`src/rtl/hdcpu_pkg.sv`:
```
`default_nettype none

package hdcpu_pkg;

    // Front panel mode switches
    localparam logic [2:0] SW_EXEC = 3'b000;
    localparam logic [2:0] SW_WMEM = 3'b001;
    localparam logic [2:0] SW_RMEM = 3'b010;
    localparam logic [2:0] SW_RREG = 3'b011;
    localparam logic [2:0] SW_WREG = 3'b100;

    // Opcode nibble ir[7:4]
    localparam logic [3:0] OP_ADD = 4'b0001;
    localparam logic [3:0] OP_SUB = 4'b0010;
    localparam logic [3:0] OP_AND = 4'b0011;
    localparam logic [3:0] OP_INC = 4'b0100;
    localparam logic [3:0] OP_LD  = 4'b0101;
    localparam logic [3:0] OP_ST  = 4'b0110;
    localparam logic [3:0] OP_JC  = 4'b0111;
    localparam logic [3:0] OP_JZ  = 4'b1000;
    localparam logic [3:0] OP_OUT = 4'b1010;
    localparam logic [3:0] OP_OR  = 4'b1100;
    localparam logic [3:0] OP_XOR = 4'b1101;
    localparam logic [3:0] OP_STP = 4'b1110;

    // 74181 style function select
    localparam logic [3:0] ALU_ADD    = 4'b1001;
    localparam logic [3:0] ALU_SUB    = 4'b0110;
    localparam logic [3:0] ALU_AND    = 4'b1011;
    localparam logic [3:0] ALU_OR     = 4'b1110;
    localparam logic [3:0] ALU_XOR    = 4'b0110; // Logic mode, m high
    localparam logic [3:0] ALU_INC    = 4'b0000;
    localparam logic [3:0] ALU_PASS_A = 4'b1010;
    localparam logic [3:0] ALU_PASS_B = 4'b1111;

    typedef struct packed {
        logic [1:0] rd; // Destination register
        logic [1:0] rs; // Source register
    } sel_fields_t;

    // Register select word, driven as raw bits or as rd/rs fields
    typedef union packed {
        logic [3:0]  raw;
        sel_fields_t f;
    } sel_t;

endpackage

`default_nettype wire

```
`src/rtl/hdcpu_exec.sv`:
```
`timescale 1ns/1ps
`default_nettype none

module hdcpu_exec (
    input  wire logic [3:1]     w,
    input  wire logic [7:4]     ir,
    input  wire logic           c,
    input  wire logic           z,
    input  wire logic           st0,
    output logic                x_ldc,
    output logic                x_ldz,
    output logic                x_cin,
    output logic                x_m,
    output logic                x_abus,
    output logic                x_drw,
    output logic                x_pcinc,
    output logic                x_lpc,
    output logic                x_lar,
    output logic                x_pcadd,
    output logic                x_selctl,
    output logic                x_memw,
    output logic                x_stop,
    output logic                x_lir,
    output logic                x_sbus,
    output logic                x_mbus,
    output logic                x_short_cyc,
    output logic                x_long_cyc,
    output logic [3:0]          x_s,
    output hdcpu_pkg::sel_t     x_sel,
    output logic                x_sst0
);

    import hdcpu_pkg::*;

    logic exe_beat;

    assign exe_beat = w[2] | w[3]; // Beats that carry the opcode

    always_comb begin
        x_ldc       = 1'b0;
        x_ldz       = 1'b0;
        x_cin       = 1'b0;
        x_m         = 1'b0;
        x_abus      = 1'b0;
        x_drw       = 1'b0;
        x_pcinc     = 1'b0;
        x_lpc       = 1'b0;
        x_lar       = 1'b0;
        x_pcadd     = 1'b0;
        x_selctl    = 1'b0; // Register file addressed by ir
        x_memw      = 1'b0;
        x_stop      = 1'b0;
        x_lir       = 1'b0;
        x_sbus      = 1'b0;
        x_mbus      = 1'b0;
        x_short_cyc = 1'b0;
        x_long_cyc  = 1'b0;
        x_s         = 4'b0000;
        x_sel       = '0;
        x_sst0      = 1'b0;

        if (!st0) begin
            // Start address comes in from the switches
            x_lpc       = w[1];
            x_sbus      = w[1];
            x_short_cyc = w[1];
            x_stop      = w[1];
            x_sst0      = w[1];
        end else begin
            x_lir   = w[1]; // Fetch
            x_pcinc = w[1];
            if (exe_beat) begin
                case (ir)
                    OP_ADD, OP_SUB: begin
                        x_s    = (ir == OP_ADD) ? ALU_ADD : ALU_SUB;
                        x_cin  = w[2] && (ir == OP_ADD);
                        x_abus = w[2];
                        x_drw  = w[2];
                        x_ldz  = w[2];
                        x_ldc  = w[2];
                    end
                    OP_AND, OP_OR, OP_XOR: begin
                        x_m = w[2];
                        case (ir)
                            OP_AND:  x_s = ALU_AND;
                            OP_OR:   x_s = ALU_OR;
                            default: x_s = ALU_XOR;
                        endcase
                        x_abus = w[2];
                        x_drw  = w[2];
                        x_ldz  = w[2]; // Carry untouched by logic ops
                    end
                    OP_INC: begin
                        x_s    = ALU_INC;
                        x_abus = w[2];
                        x_drw  = w[2];
                        x_ldz  = w[2];
                        x_ldc  = w[2];
                    end
                    OP_LD: begin
                        x_m        = w[2];
                        x_s        = ALU_PASS_A;
                        x_abus     = w[2];
                        x_lar      = w[2]; // Address from rs
                        x_long_cyc = w[2];
                        x_drw      = w[3];
                        x_mbus     = w[3];
                    end
                    OP_ST: begin
                        x_m        = exe_beat;
                        x_s        = w[2] ? ALU_PASS_B : ALU_PASS_A;
                        x_abus     = exe_beat;
                        x_lar      = w[2];
                        x_long_cyc = w[2];
                        x_memw     = w[3];
                    end
                    OP_JC:  x_pcadd = w[2] && c;
                    OP_JZ:  x_pcadd = w[2] && z;
                    OP_OUT: begin
                        x_m    = w[2];
                        x_s    = ALU_PASS_A;
                        x_abus = w[2];
                    end
                    OP_STP: x_stop = w[2];
                    default: x_s = 4'b0000;
                endcase
            end
        end
    end

endmodule

`default_nettype wire

```
`src/rtl/hdcpu_console.sv`:
```
`timescale 1ns/1ps
`default_nettype none

module hdcpu_console (
    input  wire logic           t3,
    input  wire logic           rst_n,
    input  wire logic [2:0]     sw,
    input  wire logic [3:1]     w,
    input  wire logic           x_ldc,
    input  wire logic           x_ldz,
    input  wire logic           x_cin,
    input  wire logic           x_m,
    input  wire logic           x_abus,
    input  wire logic           x_drw,
    input  wire logic           x_pcinc,
    input  wire logic           x_lpc,
    input  wire logic           x_lar,
    input  wire logic           x_pcadd,
    input  wire logic           x_selctl,
    input  wire logic           x_memw,
    input  wire logic           x_stop,
    input  wire logic           x_lir,
    input  wire logic           x_sbus,
    input  wire logic           x_mbus,
    input  wire logic           x_short_cyc,
    input  wire logic           x_long_cyc,
    input  wire logic [3:0]     x_s,
    input  wire hdcpu_pkg::sel_t x_sel,
    input  wire logic           x_sst0,
    output logic                st0,
    output logic                ldc,
    output logic                ldz,
    output logic                cin,
    output logic                m,
    output logic                abus,
    output logic                drw,
    output logic                pcinc,
    output logic                lpc,
    output logic                lar,
    output logic                pcadd,
    output logic                arinc,
    output logic                selctl,
    output logic                memw,
    output logic                stop,
    output logic                lir,
    output logic                sbus,
    output logic                mbus,
    output logic                short_cyc,
    output logic                long_cyc,
    output logic [3:0]          s,
    output hdcpu_pkg::sel_t     sel
);

    import hdcpu_pkg::*;

    logic sst0;
    logic clr_st0;
    logic reg_beat;

    assign reg_beat = w[1] | w[2];
    assign clr_st0  = (sw == SW_WREG) && st0 && w[2]; // Second pair written

    always_ff @(posedge t3 or negedge rst_n) begin
        if (!rst_n) begin
            st0 <= 1'b0;
        end else if (sst0) begin
            st0 <= 1'b1; // Set wins
        end else if (clr_st0) begin
            st0 <= 1'b0;
        end
    end

    always_comb begin
        {ldc, ldz, cin, m, abus, drw, pcinc, lpc, lar, pcadd} = '0;
        {arinc, selctl, memw, stop, lir, sbus, mbus, short_cyc, long_cyc} = '0;
        s    = 4'b0000;
        sel  = '0;
        sst0 = 1'b0;

        case (sw)
            SW_EXEC: begin
                {ldc, ldz, cin, m, abus} = {x_ldc, x_ldz, x_cin, x_m, x_abus};
                {drw, pcinc, lpc, lar, pcadd} = {x_drw, x_pcinc, x_lpc, x_lar, x_pcadd};
                {selctl, memw, stop, lir} = {x_selctl, x_memw, x_stop, x_lir};
                {sbus, mbus, short_cyc, long_cyc} = {x_sbus, x_mbus, x_short_cyc, x_long_cyc};
                s    = x_s;
                sel  = x_sel;
                sst0 = x_sst0;
            end
            SW_WMEM: begin
                lar       = w[1] && !st0; // Address first
                memw      = w[1] && st0;
                arinc     = w[1] && st0;
                sbus      = w[1];
                stop      = w[1];
                short_cyc = w[1];
                selctl    = w[1];
                sst0      = w[1];
            end
            SW_RMEM: begin
                sbus      = w[1] && !st0;
                lar       = w[1] && !st0;
                sst0      = w[1] && !st0;
                mbus      = w[1] && st0;
                arinc     = w[1] && st0;
                stop      = w[1];
                short_cyc = w[1];
                selctl    = w[1];
            end
            SW_RREG: begin
                selctl   = reg_beat;
                stop     = reg_beat;
                sel.f.rd = {w[2], 1'b0}; // R0/R1 then R2/R3
                sel.f.rs = {w[2], reg_beat};
            end
            SW_WREG: begin
                sbus   = reg_beat;
                selctl = reg_beat;
                drw    = reg_beat;
                stop   = reg_beat;
                sst0   = !st0 && w[2];
                sel.raw[3] = st0 && reg_beat;
                sel.raw[2] = w[2];
                sel.raw[1] = (!st0 && w[1]) || (st0 && w[2]);
                sel.raw[0] = w[1];
            end
            default: begin
                sst0 = 1'b0; // Undefined switch codes stay idle
            end
        endcase
    end

endmodule

`default_nettype wire

```
`src/rtl/hdcpu.sv`:
```
`timescale 1ns/1ps
`default_nettype none

module hdcpu (
    input  wire logic           t3,
    input  wire logic           rst_n,
    input  wire logic [2:0]     sw,
    input  wire logic [3:1]     w,
    input  wire logic [7:4]     ir,
    input  wire logic           c,
    input  wire logic           z,
    output logic                ldc,
    output logic                ldz,
    output logic                cin,
    output logic                m,
    output logic                abus,
    output logic                drw,
    output logic                pcinc,
    output logic                lpc,
    output logic                lar,
    output logic                pcadd,
    output logic                arinc,
    output logic                selctl,
    output logic                memw,
    output logic                stop,
    output logic                lir,
    output logic                sbus,
    output logic                mbus,
    output logic                short_cyc,
    output logic                long_cyc,
    output logic [3:0]          s,
    output hdcpu_pkg::sel_t     sel
);

    import hdcpu_pkg::*;

    logic st0;

    // Candidate strobes from the instruction decoder
    logic x_ldc, x_ldz, x_cin, x_m, x_abus, x_drw;
    logic x_pcinc, x_lpc, x_lar, x_pcadd, x_selctl, x_memw;
    logic x_stop, x_lir, x_sbus, x_mbus, x_short_cyc, x_long_cyc;
    logic [3:0] x_s;
    sel_t x_sel;
    logic x_sst0;

    hdcpu_exec i_exec (
        .*
    );

    hdcpu_console i_console (
        .*
    );

endmodule

`default_nettype wire

```
`config.mk`:
```
export PLATFORM = sky130hd
export DESIGN_NAME = hdcpu
export DESIGN_NICKNAME = d
export VERILOG_FILES = /design/src/rtl/hdcpu_pkg.sv /design/src/rtl/hdcpu_exec.sv /design/src/rtl/hdcpu_console.sv /design/src/rtl/hdcpu.sv
export SDC_FILE = /design/constraint.sdc
export NUM_CORES = 1
export LEC_CHECK = 0
export BUFFER_PORTS_ARGS = -buffer_cell sky130_fd_sc_hd__buf_2
export CAP_MARGIN = 20
export CORE_AREA = 5 5 60 46
export CTS_CLUSTER_DIAMETER = 150
export CTS_CLUSTER_SIZE = 20
export DETAILED_ROUTE_END_ITERATION = 6
export DIE_AREA = 0 0 65 51
export PLACE_DENSITY = 0.87
export SLEW_MARGIN = 0
export SYNTH_ARGS = -nofsm -noshare
export SYNTH_HDL_FRONTEND = slang
export SYNTH_HIERARCHICAL = 1
export SYNTH_SLANG_ARGS = --single-unit
```
`constraint.sdc`:
```
create_clock -name t3 -period 2.03 [get_ports t3]
set_input_delay 0.203 -clock t3 [delete_from_list [all_inputs] [get_ports t3]]
set_output_delay 0.203 -clock t3 [all_outputs]
set_load 0.05 [all_outputs]
```
Word-level counts from Yosys, hierarchy flattened --
Index checks and enable logic that the tools add are counted.
Storage, ports and cells: bits in registers 1, input port bits 14, output and inout port bits 27, logic and storage cells 107
Cells by class: eq/ne operators 16, muxes and demuxes 64, bitwise operators 2, reduce and logical (&&, ||, !) cells 24
Operators by type and width (number):
- 1-bit 2-to-1 mux | 43
- 4-bit equality test (second input constant) | 5
- 1-bit one-hot mux with 2 select lines | 10
- 4-bit by 3-bit equality test with 1-bit output (second input constant) | 4
- 4-bit 2-to-1 mux | 4
- 4-bit one-hot mux with 2 select lines | 2
- 4-bit one-hot mux with 4 select lines | 1
- 1-bit logical AND | 10
- 2-bit OR reduction | 5
- 4-bit by 2-bit equality test with 1-bit output (second input constant) | 2
- 1-bit one-hot mux with 4 select lines | 2
- 8-bit OR reduction | 1
- 3-bit by 2-bit equality test with 1-bit output (second input constant) | 2
- 3-bit OR reduction | 2
- 6-bit OR reduction | 1
- 5-bit OR reduction | 1
- 4-bit by 1-bit equality test with 1-bit output (second input constant) | 1
- 3-bit by 1-bit equality test with 1-bit output (second input constant) | 1
- 3-bit equality test (second input constant) | 1
- 3-bit zero test | 1
- 3-bit 2-to-1 mux | 1
- 1-bit one-hot mux with 3 select lines | 1
- 1-bit OR | 2
- 2-bit nonzero test | 1
- other kinds (2) | 2

Longest topological paths before layout --
Gate-level depths: netlist (run 1).
word-level depth 6, gate-level depth with buffers 7, mapped depth without buffers 6

Hierarchy --
Netlist (run 1), hierarchy kept.
By module, submodules not included:
- hdcpu_console | instances 1, cells each 75, area an instance 523.0 sq um, seq. area each 25.0 sq um
- hdcpu_exec | instances 1, cells each 72, area an instance 435.4 sq um, seq. area each 0.0 sq um

Least setup slack after synthesis (run 1) --
No wires, ideal clock.
path type input to output, start input ir[7] in the netlist's numbering, end output drw, data arrival time 2.049 ns, required time 1.827 ns, path slack -0.222 ns, cell stages on the path 5, buffers on the path 1, cell sequence buf_2 o32a_1 o22ai_1 nor2_1 a211oi_1
On the way: word-level cells in the longest chain between the ends 6, elaborated cells between the ends (all ways) 12, those cells by class eq/ne: 7; mux: 4; reduce/logical: 1
RTL lines:
- start: declaration | RTL line hdcpu.sv:9 | input wire logic [7:4] ir,
- 4-bit by 3-bit equality test with 1-bit output, or another cell as far along | RTL line hdcpu_exec.sv:73 | case (ir)
- 6-bit OR reduction (no line)
- 1-bit one-hot mux with 2 select lines * | RTL line hdcpu_exec.sv:73
- 1-bit 2-to-1 mux * | RTL line hdcpu_exec.sv:72 | if (exe_beat) begin
- 1-bit 2-to-1 mux * | RTL line hdcpu_exec.sv:62 | if (!st0) begin
- named net x_drw | RTL line hdcpu.sv:40 | logic x_ldc, x_ldz, x_cin, x_m, x_abus, x_drw;
- 1-bit one-hot mux with 2 select lines * | RTL line hdcpu_console.sv:80 | case (sw)
- end: declaration | RTL line hdcpu.sv:17 | output logic drw,
The timed path passes the listed nets; every way through them passes the cells marked *.

Final worst setup path (run 1) --
start register i_console.st0, end output sbus
On the way: word-level cells in the longest chain between the ends 3, elaborated cells between the ends (all ways) 4, those cells by class mux: 2; reduce/logical: 2
RTL lines:
- start: declaration | RTL line hdcpu_console.sv:30 | output logic st0,
- start signal: assignment | RTL line hdcpu_console.sv:65 | st0 <= 1'b0;
- start signal: assignment | RTL line hdcpu_console.sv:67 | st0 <= 1'b1;
- start signal: assignment | RTL line hdcpu_console.sv:69 | st0 <= 1'b0;
- 1-bit zero test | RTL line hdcpu_console.sv:101 | sbus = w[1] && !st0;
- 1-bit logical AND | RTL line hdcpu_console.sv:101
- 1-bit one-hot mux with 4 select lines * | RTL line hdcpu_console.sv:80
- end: declaration | RTL line hdcpu.sv:27 | output logic sbus,
Every way passes the cells marked *; elsewhere a longest branch is shown, timed or not.

==> out/qor.csv, run 1 <==
stage,metric,value,unit
global_routing,track_usage,0.1412,
layout,fin_cells,196,
critical_path,cp_slowest_cell,or4b_1,
clock_network,cts.repair.resized,0,
layout,multi_input_area,773.2,um2
synthesis,synth_top_area_frac,0.1253,
global_routing,overflow,0,
floorplan,num_rows,14,
routing,dr.first_iter.drc_count,36,
layout,fin_area,1095,um2
timing,holdWs,512.9,ps
synthesis,synth_warnings,6,
placed_design,io_buffers,40,
timing,hold_viol_final,0,
layout,final_nets,188,
layout,drive_gt1_frac,0.3023,
power,p_leak,0.0005703,uW
timing,maxSlewViolCount,0,
global_routing,antenna_found_initial,0,
timing,clock_skew,0,ps
critical_path,cp-end-kind,output port,
synthesis,avgSynthCellArea,6.520,um2
layout,reg.largest.list,i_console/st0 x1,
placed_design,dpl_cell_area,1085,um2
synthesis,async_reset_ff_frac,1.000,
layout,post-route-util,0.5252,
timing,tns,0,ps
floorplan,io_pins,41,
synthesis,yosysSeqAreaShare,0.02611,
outcome,status,finished clean,
synthesis,ys_top_cells_by_count,"16 x and3_1, 16 x buf_4, 10 x nor2_1",
global_routing,grt_pass1_wl,3.974,mm
timing,clock.fmax,537.7,MHz
routing,drt-total-wl,2.582,mm
routing,ant_nets,0,
synthesis,postSynthCellCount,147,
global_routing,grt_pass1_vias,860,
clock_network,clkLatencyLatePin,0,ps
global_routing,grt_start_max_net_pins,18,
critical_path,critical_path_class,register to output port,
layout,regMostFlops,i_console/st0,
layout,largest_reg_flops,1,
critical_path,crit_fanout,8,
synthesis,synth.area.top_cells,"buf_4 13%, and3_1 10%, mux2i_1 5.2%",
placed_design,hpwl,1.960,mm
synthesis,synth_cell_types,48,
critical_path,cp.arrival,1660,ps
clock_network,clk_pin_slew,0,ps
job,max_cap_viol_count,0,
timing,finalSetupViolations,0,
routing,viasPerCell,5.770,
clock_network,hold_buffers,1,
timing,finalCritPeriodShare,0.9161,
layout,syn_to_final_growth,14.23,%
synthesis,synth_top_cell_by_area,buf_4,
critical_path,cp-start-kind,register,
synthesis,syn-cell-area,958.4,um2
placed_design,gp_congestion,0.8361,
timing,grt_setup_unrepaired,false,
floorplan,dieArea,3315,um2
clock_network,post_cts.repair.setup_buffers,0,
synthesis,ys_ff_latch,1,
synthesis,synth_edf_count,0,
layout,regArea,25.02,um2
routing,wl_per_cell,13.17,um
layout,diodes,0,
floorplan,initial_utilization,0.4598,
routing,dr.pass1.iters,4,
worst_hold_path,hold_class,input port to async pin,
routing,dr_total_vias,1131,
floorplan,fp.dieW,65,um
floorplan,core,2085,um2
critical_path,cp_data_required_time,1830,ps
power,p_per_area,415.8,nW/um2
synthesis,yosys_most_used_dff,dfrtp_1,
power,max-vdd-ir-drop,0.2125,mV
critical_path,worstPathCellList,buf_4 -> or4b_1 -> o21ai_1 -> o2bb2ai_1 -> buf_2,
timing,fin_crit,1860,ps
layout,fillers,205,
placed_design,dp.cells,195,
floorplan,dieHeight,51,um
critical_path,cpPeakStageDelay,470,ps
routing,drc,0,
-- layout by cell type (no fill, tap or decap), drive strengths merged, types with 3 or more instances in the layout --
cell type	count
nor3b	3
a32oi	3
nand3	3
nor2	11
xnor2	3
nor2b	8
and3	16
buf	44
o21ai	8
mux2i	5
nand2	8
conb	5
inv	7
a21oi	7
nor3	6
nand2b	3
-- worst max-delay path, delay by kind of cell (launching register included) --
family / cells / cell delay [ps]
AOI/OAI and AO/OA: 2 / 240
buffers and inverters: 2 / 480
DFF: 1 / 450
and+or+nand+nor: 1 / 470
-- final cells by class --
cell class,count,area share
multi-input cells,119,0.7063
repair buffers,45,0.2194
well taps,24,0.02743
inverters,7,0.02400
flip-flops and latches,1,0.02286
-- metal layers --
layer,vias to the layer above,GRT usage,part of all wire,wire [um]
li1,572,-,-,-
met1,512,0.2219,0.47,1218
met2,45,0.2139,0.44,1136
met3,2,0.01316,0.084,216
met4,0,0.01053,0.0039,10
met5,-,0,0,0
-- stage by stage --
stage,setup WS [ps],power [uW]
after floorplan,20.33,399.7
after global placement,231.8,443.7
after detailed placement,193.7,448.4
after CTS,181.6,450.9
after global routing,69.70,488.7
final,170.2,455.2
-- path summary, 6_finish.rpt --
| check | from | endpoint | slack [ps] | cells past startpoint |
|---|---|---|---|---|
| max | i_console/st0 | sbus | 170 | 5 |
| min | rst_n | i_console/st0 | 510 | 2 |
| max reg2reg | i_console/st0 | i_console/st0 | 600 | 4 |
| min reg2reg | i_console/st0 | i_console/st0 | 740 | 2 |
| max in group asynchronous | rst_n | i_console/st0 | 1430 | 2 |
| min in group t3 | sw[2] | i_console/st0 | 560 | 2 |
-- cell families (layout without fill, tap and decap cells) --
kind of cell	Yosys count	count (layout)	synth area share
multiplexers	6	6	0.06397
flip-flops	1	1	0.02611
buffers and inverters	31	52	0.1984
AND/OR/NAND/NOR	68	68	0.4060
other	1	5	0.003913
AO/OA/AOI/OAI	36	36	0.2572
XOR/XNOR	4	4	0.04440
-- power breakdown --
group	leakage, uW	switching [uW]	internal, uW
registers	0.0000114	19.8	28.8
logic	0.000559	269	137
clock network	0	0	0
total	0.000570	289	166
Note: power is estimated with default switching activity, not from simulation.
==> run 2, diff against run 1 <==
Settings changed: CORE_AREA 5 5 60 46 to 5 5 59 46, CTS_BUF_LIST from default to sky130_fd_sc_hd__clkbuf_4 sky130_fd_sc_hd__clkbuf_8, DIE_AREA 0 0 65 51 to 0 0 64 51, PLACE_DENSITY 0.87 to 0.89.
==> run 2 against run 1 <==
Compared with the run above:
- sequential share of layout area is the same
- fmax grew 1.7%
- register-to-register slack gained 70 ps
- global-route usage grew 0.51 points
- hold slack gained 6.1 ps
- via count shrank 2.7%
- critical endpoint is now long_cyc
- highest routed layer is now met3
==> out/qor.csv, run 2 (synthesis results as in run 1) <==
stage,metric,value,unit
critical_path,r2r_start,i_console/st0,
power,p_per_area,414.4,nW/um2
timing,finalSetupViolations,0,
timing,hold_viol_final,0,
global_routing,grt_pass1_vias,984,
timing,fin_crit,1828,ps
floorplan,dieHeight,51,um
timing,finalCritPeriodShare,0.9006,
power,p_leak,0.0005703,uW
global_routing,track_usage,0.1463,
floorplan,num_rows,14,
timing,clock.fmax,547.0,MHz
timing,tns,0,ps
power,max-vdd-ir-drop,0.4381,mV
routing,drt-total-wl,2.569,mm
clock_network,clkLatencyLatePin,0,ps
clock_network,post_cts.repair.setup_buffers,0,
floorplan,dieArea,3264,um2
critical_path,cp.arrival,1630,ps
floorplan,core,2049,um2
worst_hold_path,hold_class,input port to async pin,
critical_path,critical_path_class,input port to output port,
global_routing,grt_start_max_net_pins,24,
global_routing,grtUsageMet3,0.03289,
routing,dr.pass1.iters,4,
placed_design,gp_congestion,0.8720,
routing,viasPerCell,5.617,
critical_path,worst-r2r-cell-count,4,
critical_path,cp-end-kind,output port,
timing,clock_skew,0,ps
layout,largest_reg_flops,1,
layout,reg.largest.list,i_console/st0 x1,
clock_network,hold_buffers,1,
layout,layout_common_cells,"40 x buf_2, 16 x and3_1, 10 x nor2_1, 8 x nor2b_1, 8 x nand2_1",
layout,syn_to_final_growth,14.23,%
placed_design,dpl_cell_area,1085,um2
clock_network,cts.repair.resized,0,
placed_design,io_buffers,40,
clock_network,clk_pin_slew,0,ps
floorplan,initial_utilization,0.4676,
layout,drive_gt1_frac,0.3023,
floorplan,fp.dieW,64,um
routing,drc,0,
outcome,status,finished clean,
routing,wl_per_cell,13.11,um
critical_path,cp-start-kind,input port,
timing,grt_setup_unrepaired,false,
critical_path,rrSetupSlack,670,ps
routing,dr_total_vias,1101,
layout,fin_area,1095,um2
global_routing,overflow,0,
placed_design,hpwl,1.918,mm
floorplan,io_pins,41,
routing,dr.first_iter.drc_count,59,
global_routing,grt_busiest_layer,met2,
global_routing,grt_pass1_wl,4.229,mm
layout,final_common_cell,buf_2,
layout,regMostFlops,i_console/st0,
critical_path,regToRegEndpoint,i_console/st0,
layout,final_nets,188,
job,max_cap_viol_count,0,
timing,maxSlewViolCount,0,
critical_path,cp_data_required_time,1830,ps
global_routing,use_met2,0.2391,
critical_path,crit_fanout,14,
global_routing,grt_use_met1,0.2023,
layout,fillers,208,
layout,diodes,0,
routing,ant_nets,0,
global_routing,antenna_found_initial,0,
-- run 2: cell counts in the layout (fill, tap and decap cells not counted) --
Identical to the previous run, type by type.
-- run 2: layer usage --
layer	routed length (um)	share of wire
met2	1142	0.44
met1	1225	0.48
met4	0	0
met5	0	0
met3	201	0.078
-- run 2: how the worst max path moves through the flow --
stage / from / end / slack [ps] / cells after the start
global placement: ir[5] / long_cyc / 240 / 5
floorplan: i_console/st0 / lar / 20 / 4
finish: ir[5] / long_cyc / 200 / 5
global route: ir[5] / lar / 50 / 6
detailed placement: ir[5] / long_cyc / 220 / 5
CTS: ir[5] / long_cyc / 210 / 5
-- run 2: per-stage QoR --
step                      utilization  hold WS, ps  cells  worst slack, ps  total power (uW)
after floorplan                     -       -92.59    151            20.33             399.7
after global placement         0.5293       -22.71    195            237.3             442.4
after detailed placement       0.5293       -19.42    195            218.1             446.6
after CTS                      0.5342        513.7    196            206.5             449.7
after global routing           0.5342        531.5    196            53.20             489.7
final                          0.5342        519.0    196            201.8             453.7
-- run 2: worst max-delay path, cell delays in order --
cell	delay, ps
buf_2	170
nand2b_1	230
a2111oi_1	540
and3_1	220
buf_2	260
-- run 2: final cells by class --
type | count | area, um2 | share of cell area
flip-flops and latches | 1 | 25.02 | 0.02286
inverters | 7 | 26.28 | 0.02400
repair buffers | 45 | 240.2 | 0.2194
well taps | 24 | 30.03 | 0.02743
multi-input cells | 119 | 773.2 | 0.7063
-- run 2: power breakdown --
group | leakage (uW) | internal, uW | switching, uW
Sequential | 0.0000114 | 28.8 | 16.4
Clock | 0 | 0 | 0
Combinational | 0.000559 | 138 | 271
Total | 0.000570 | 166 | 287
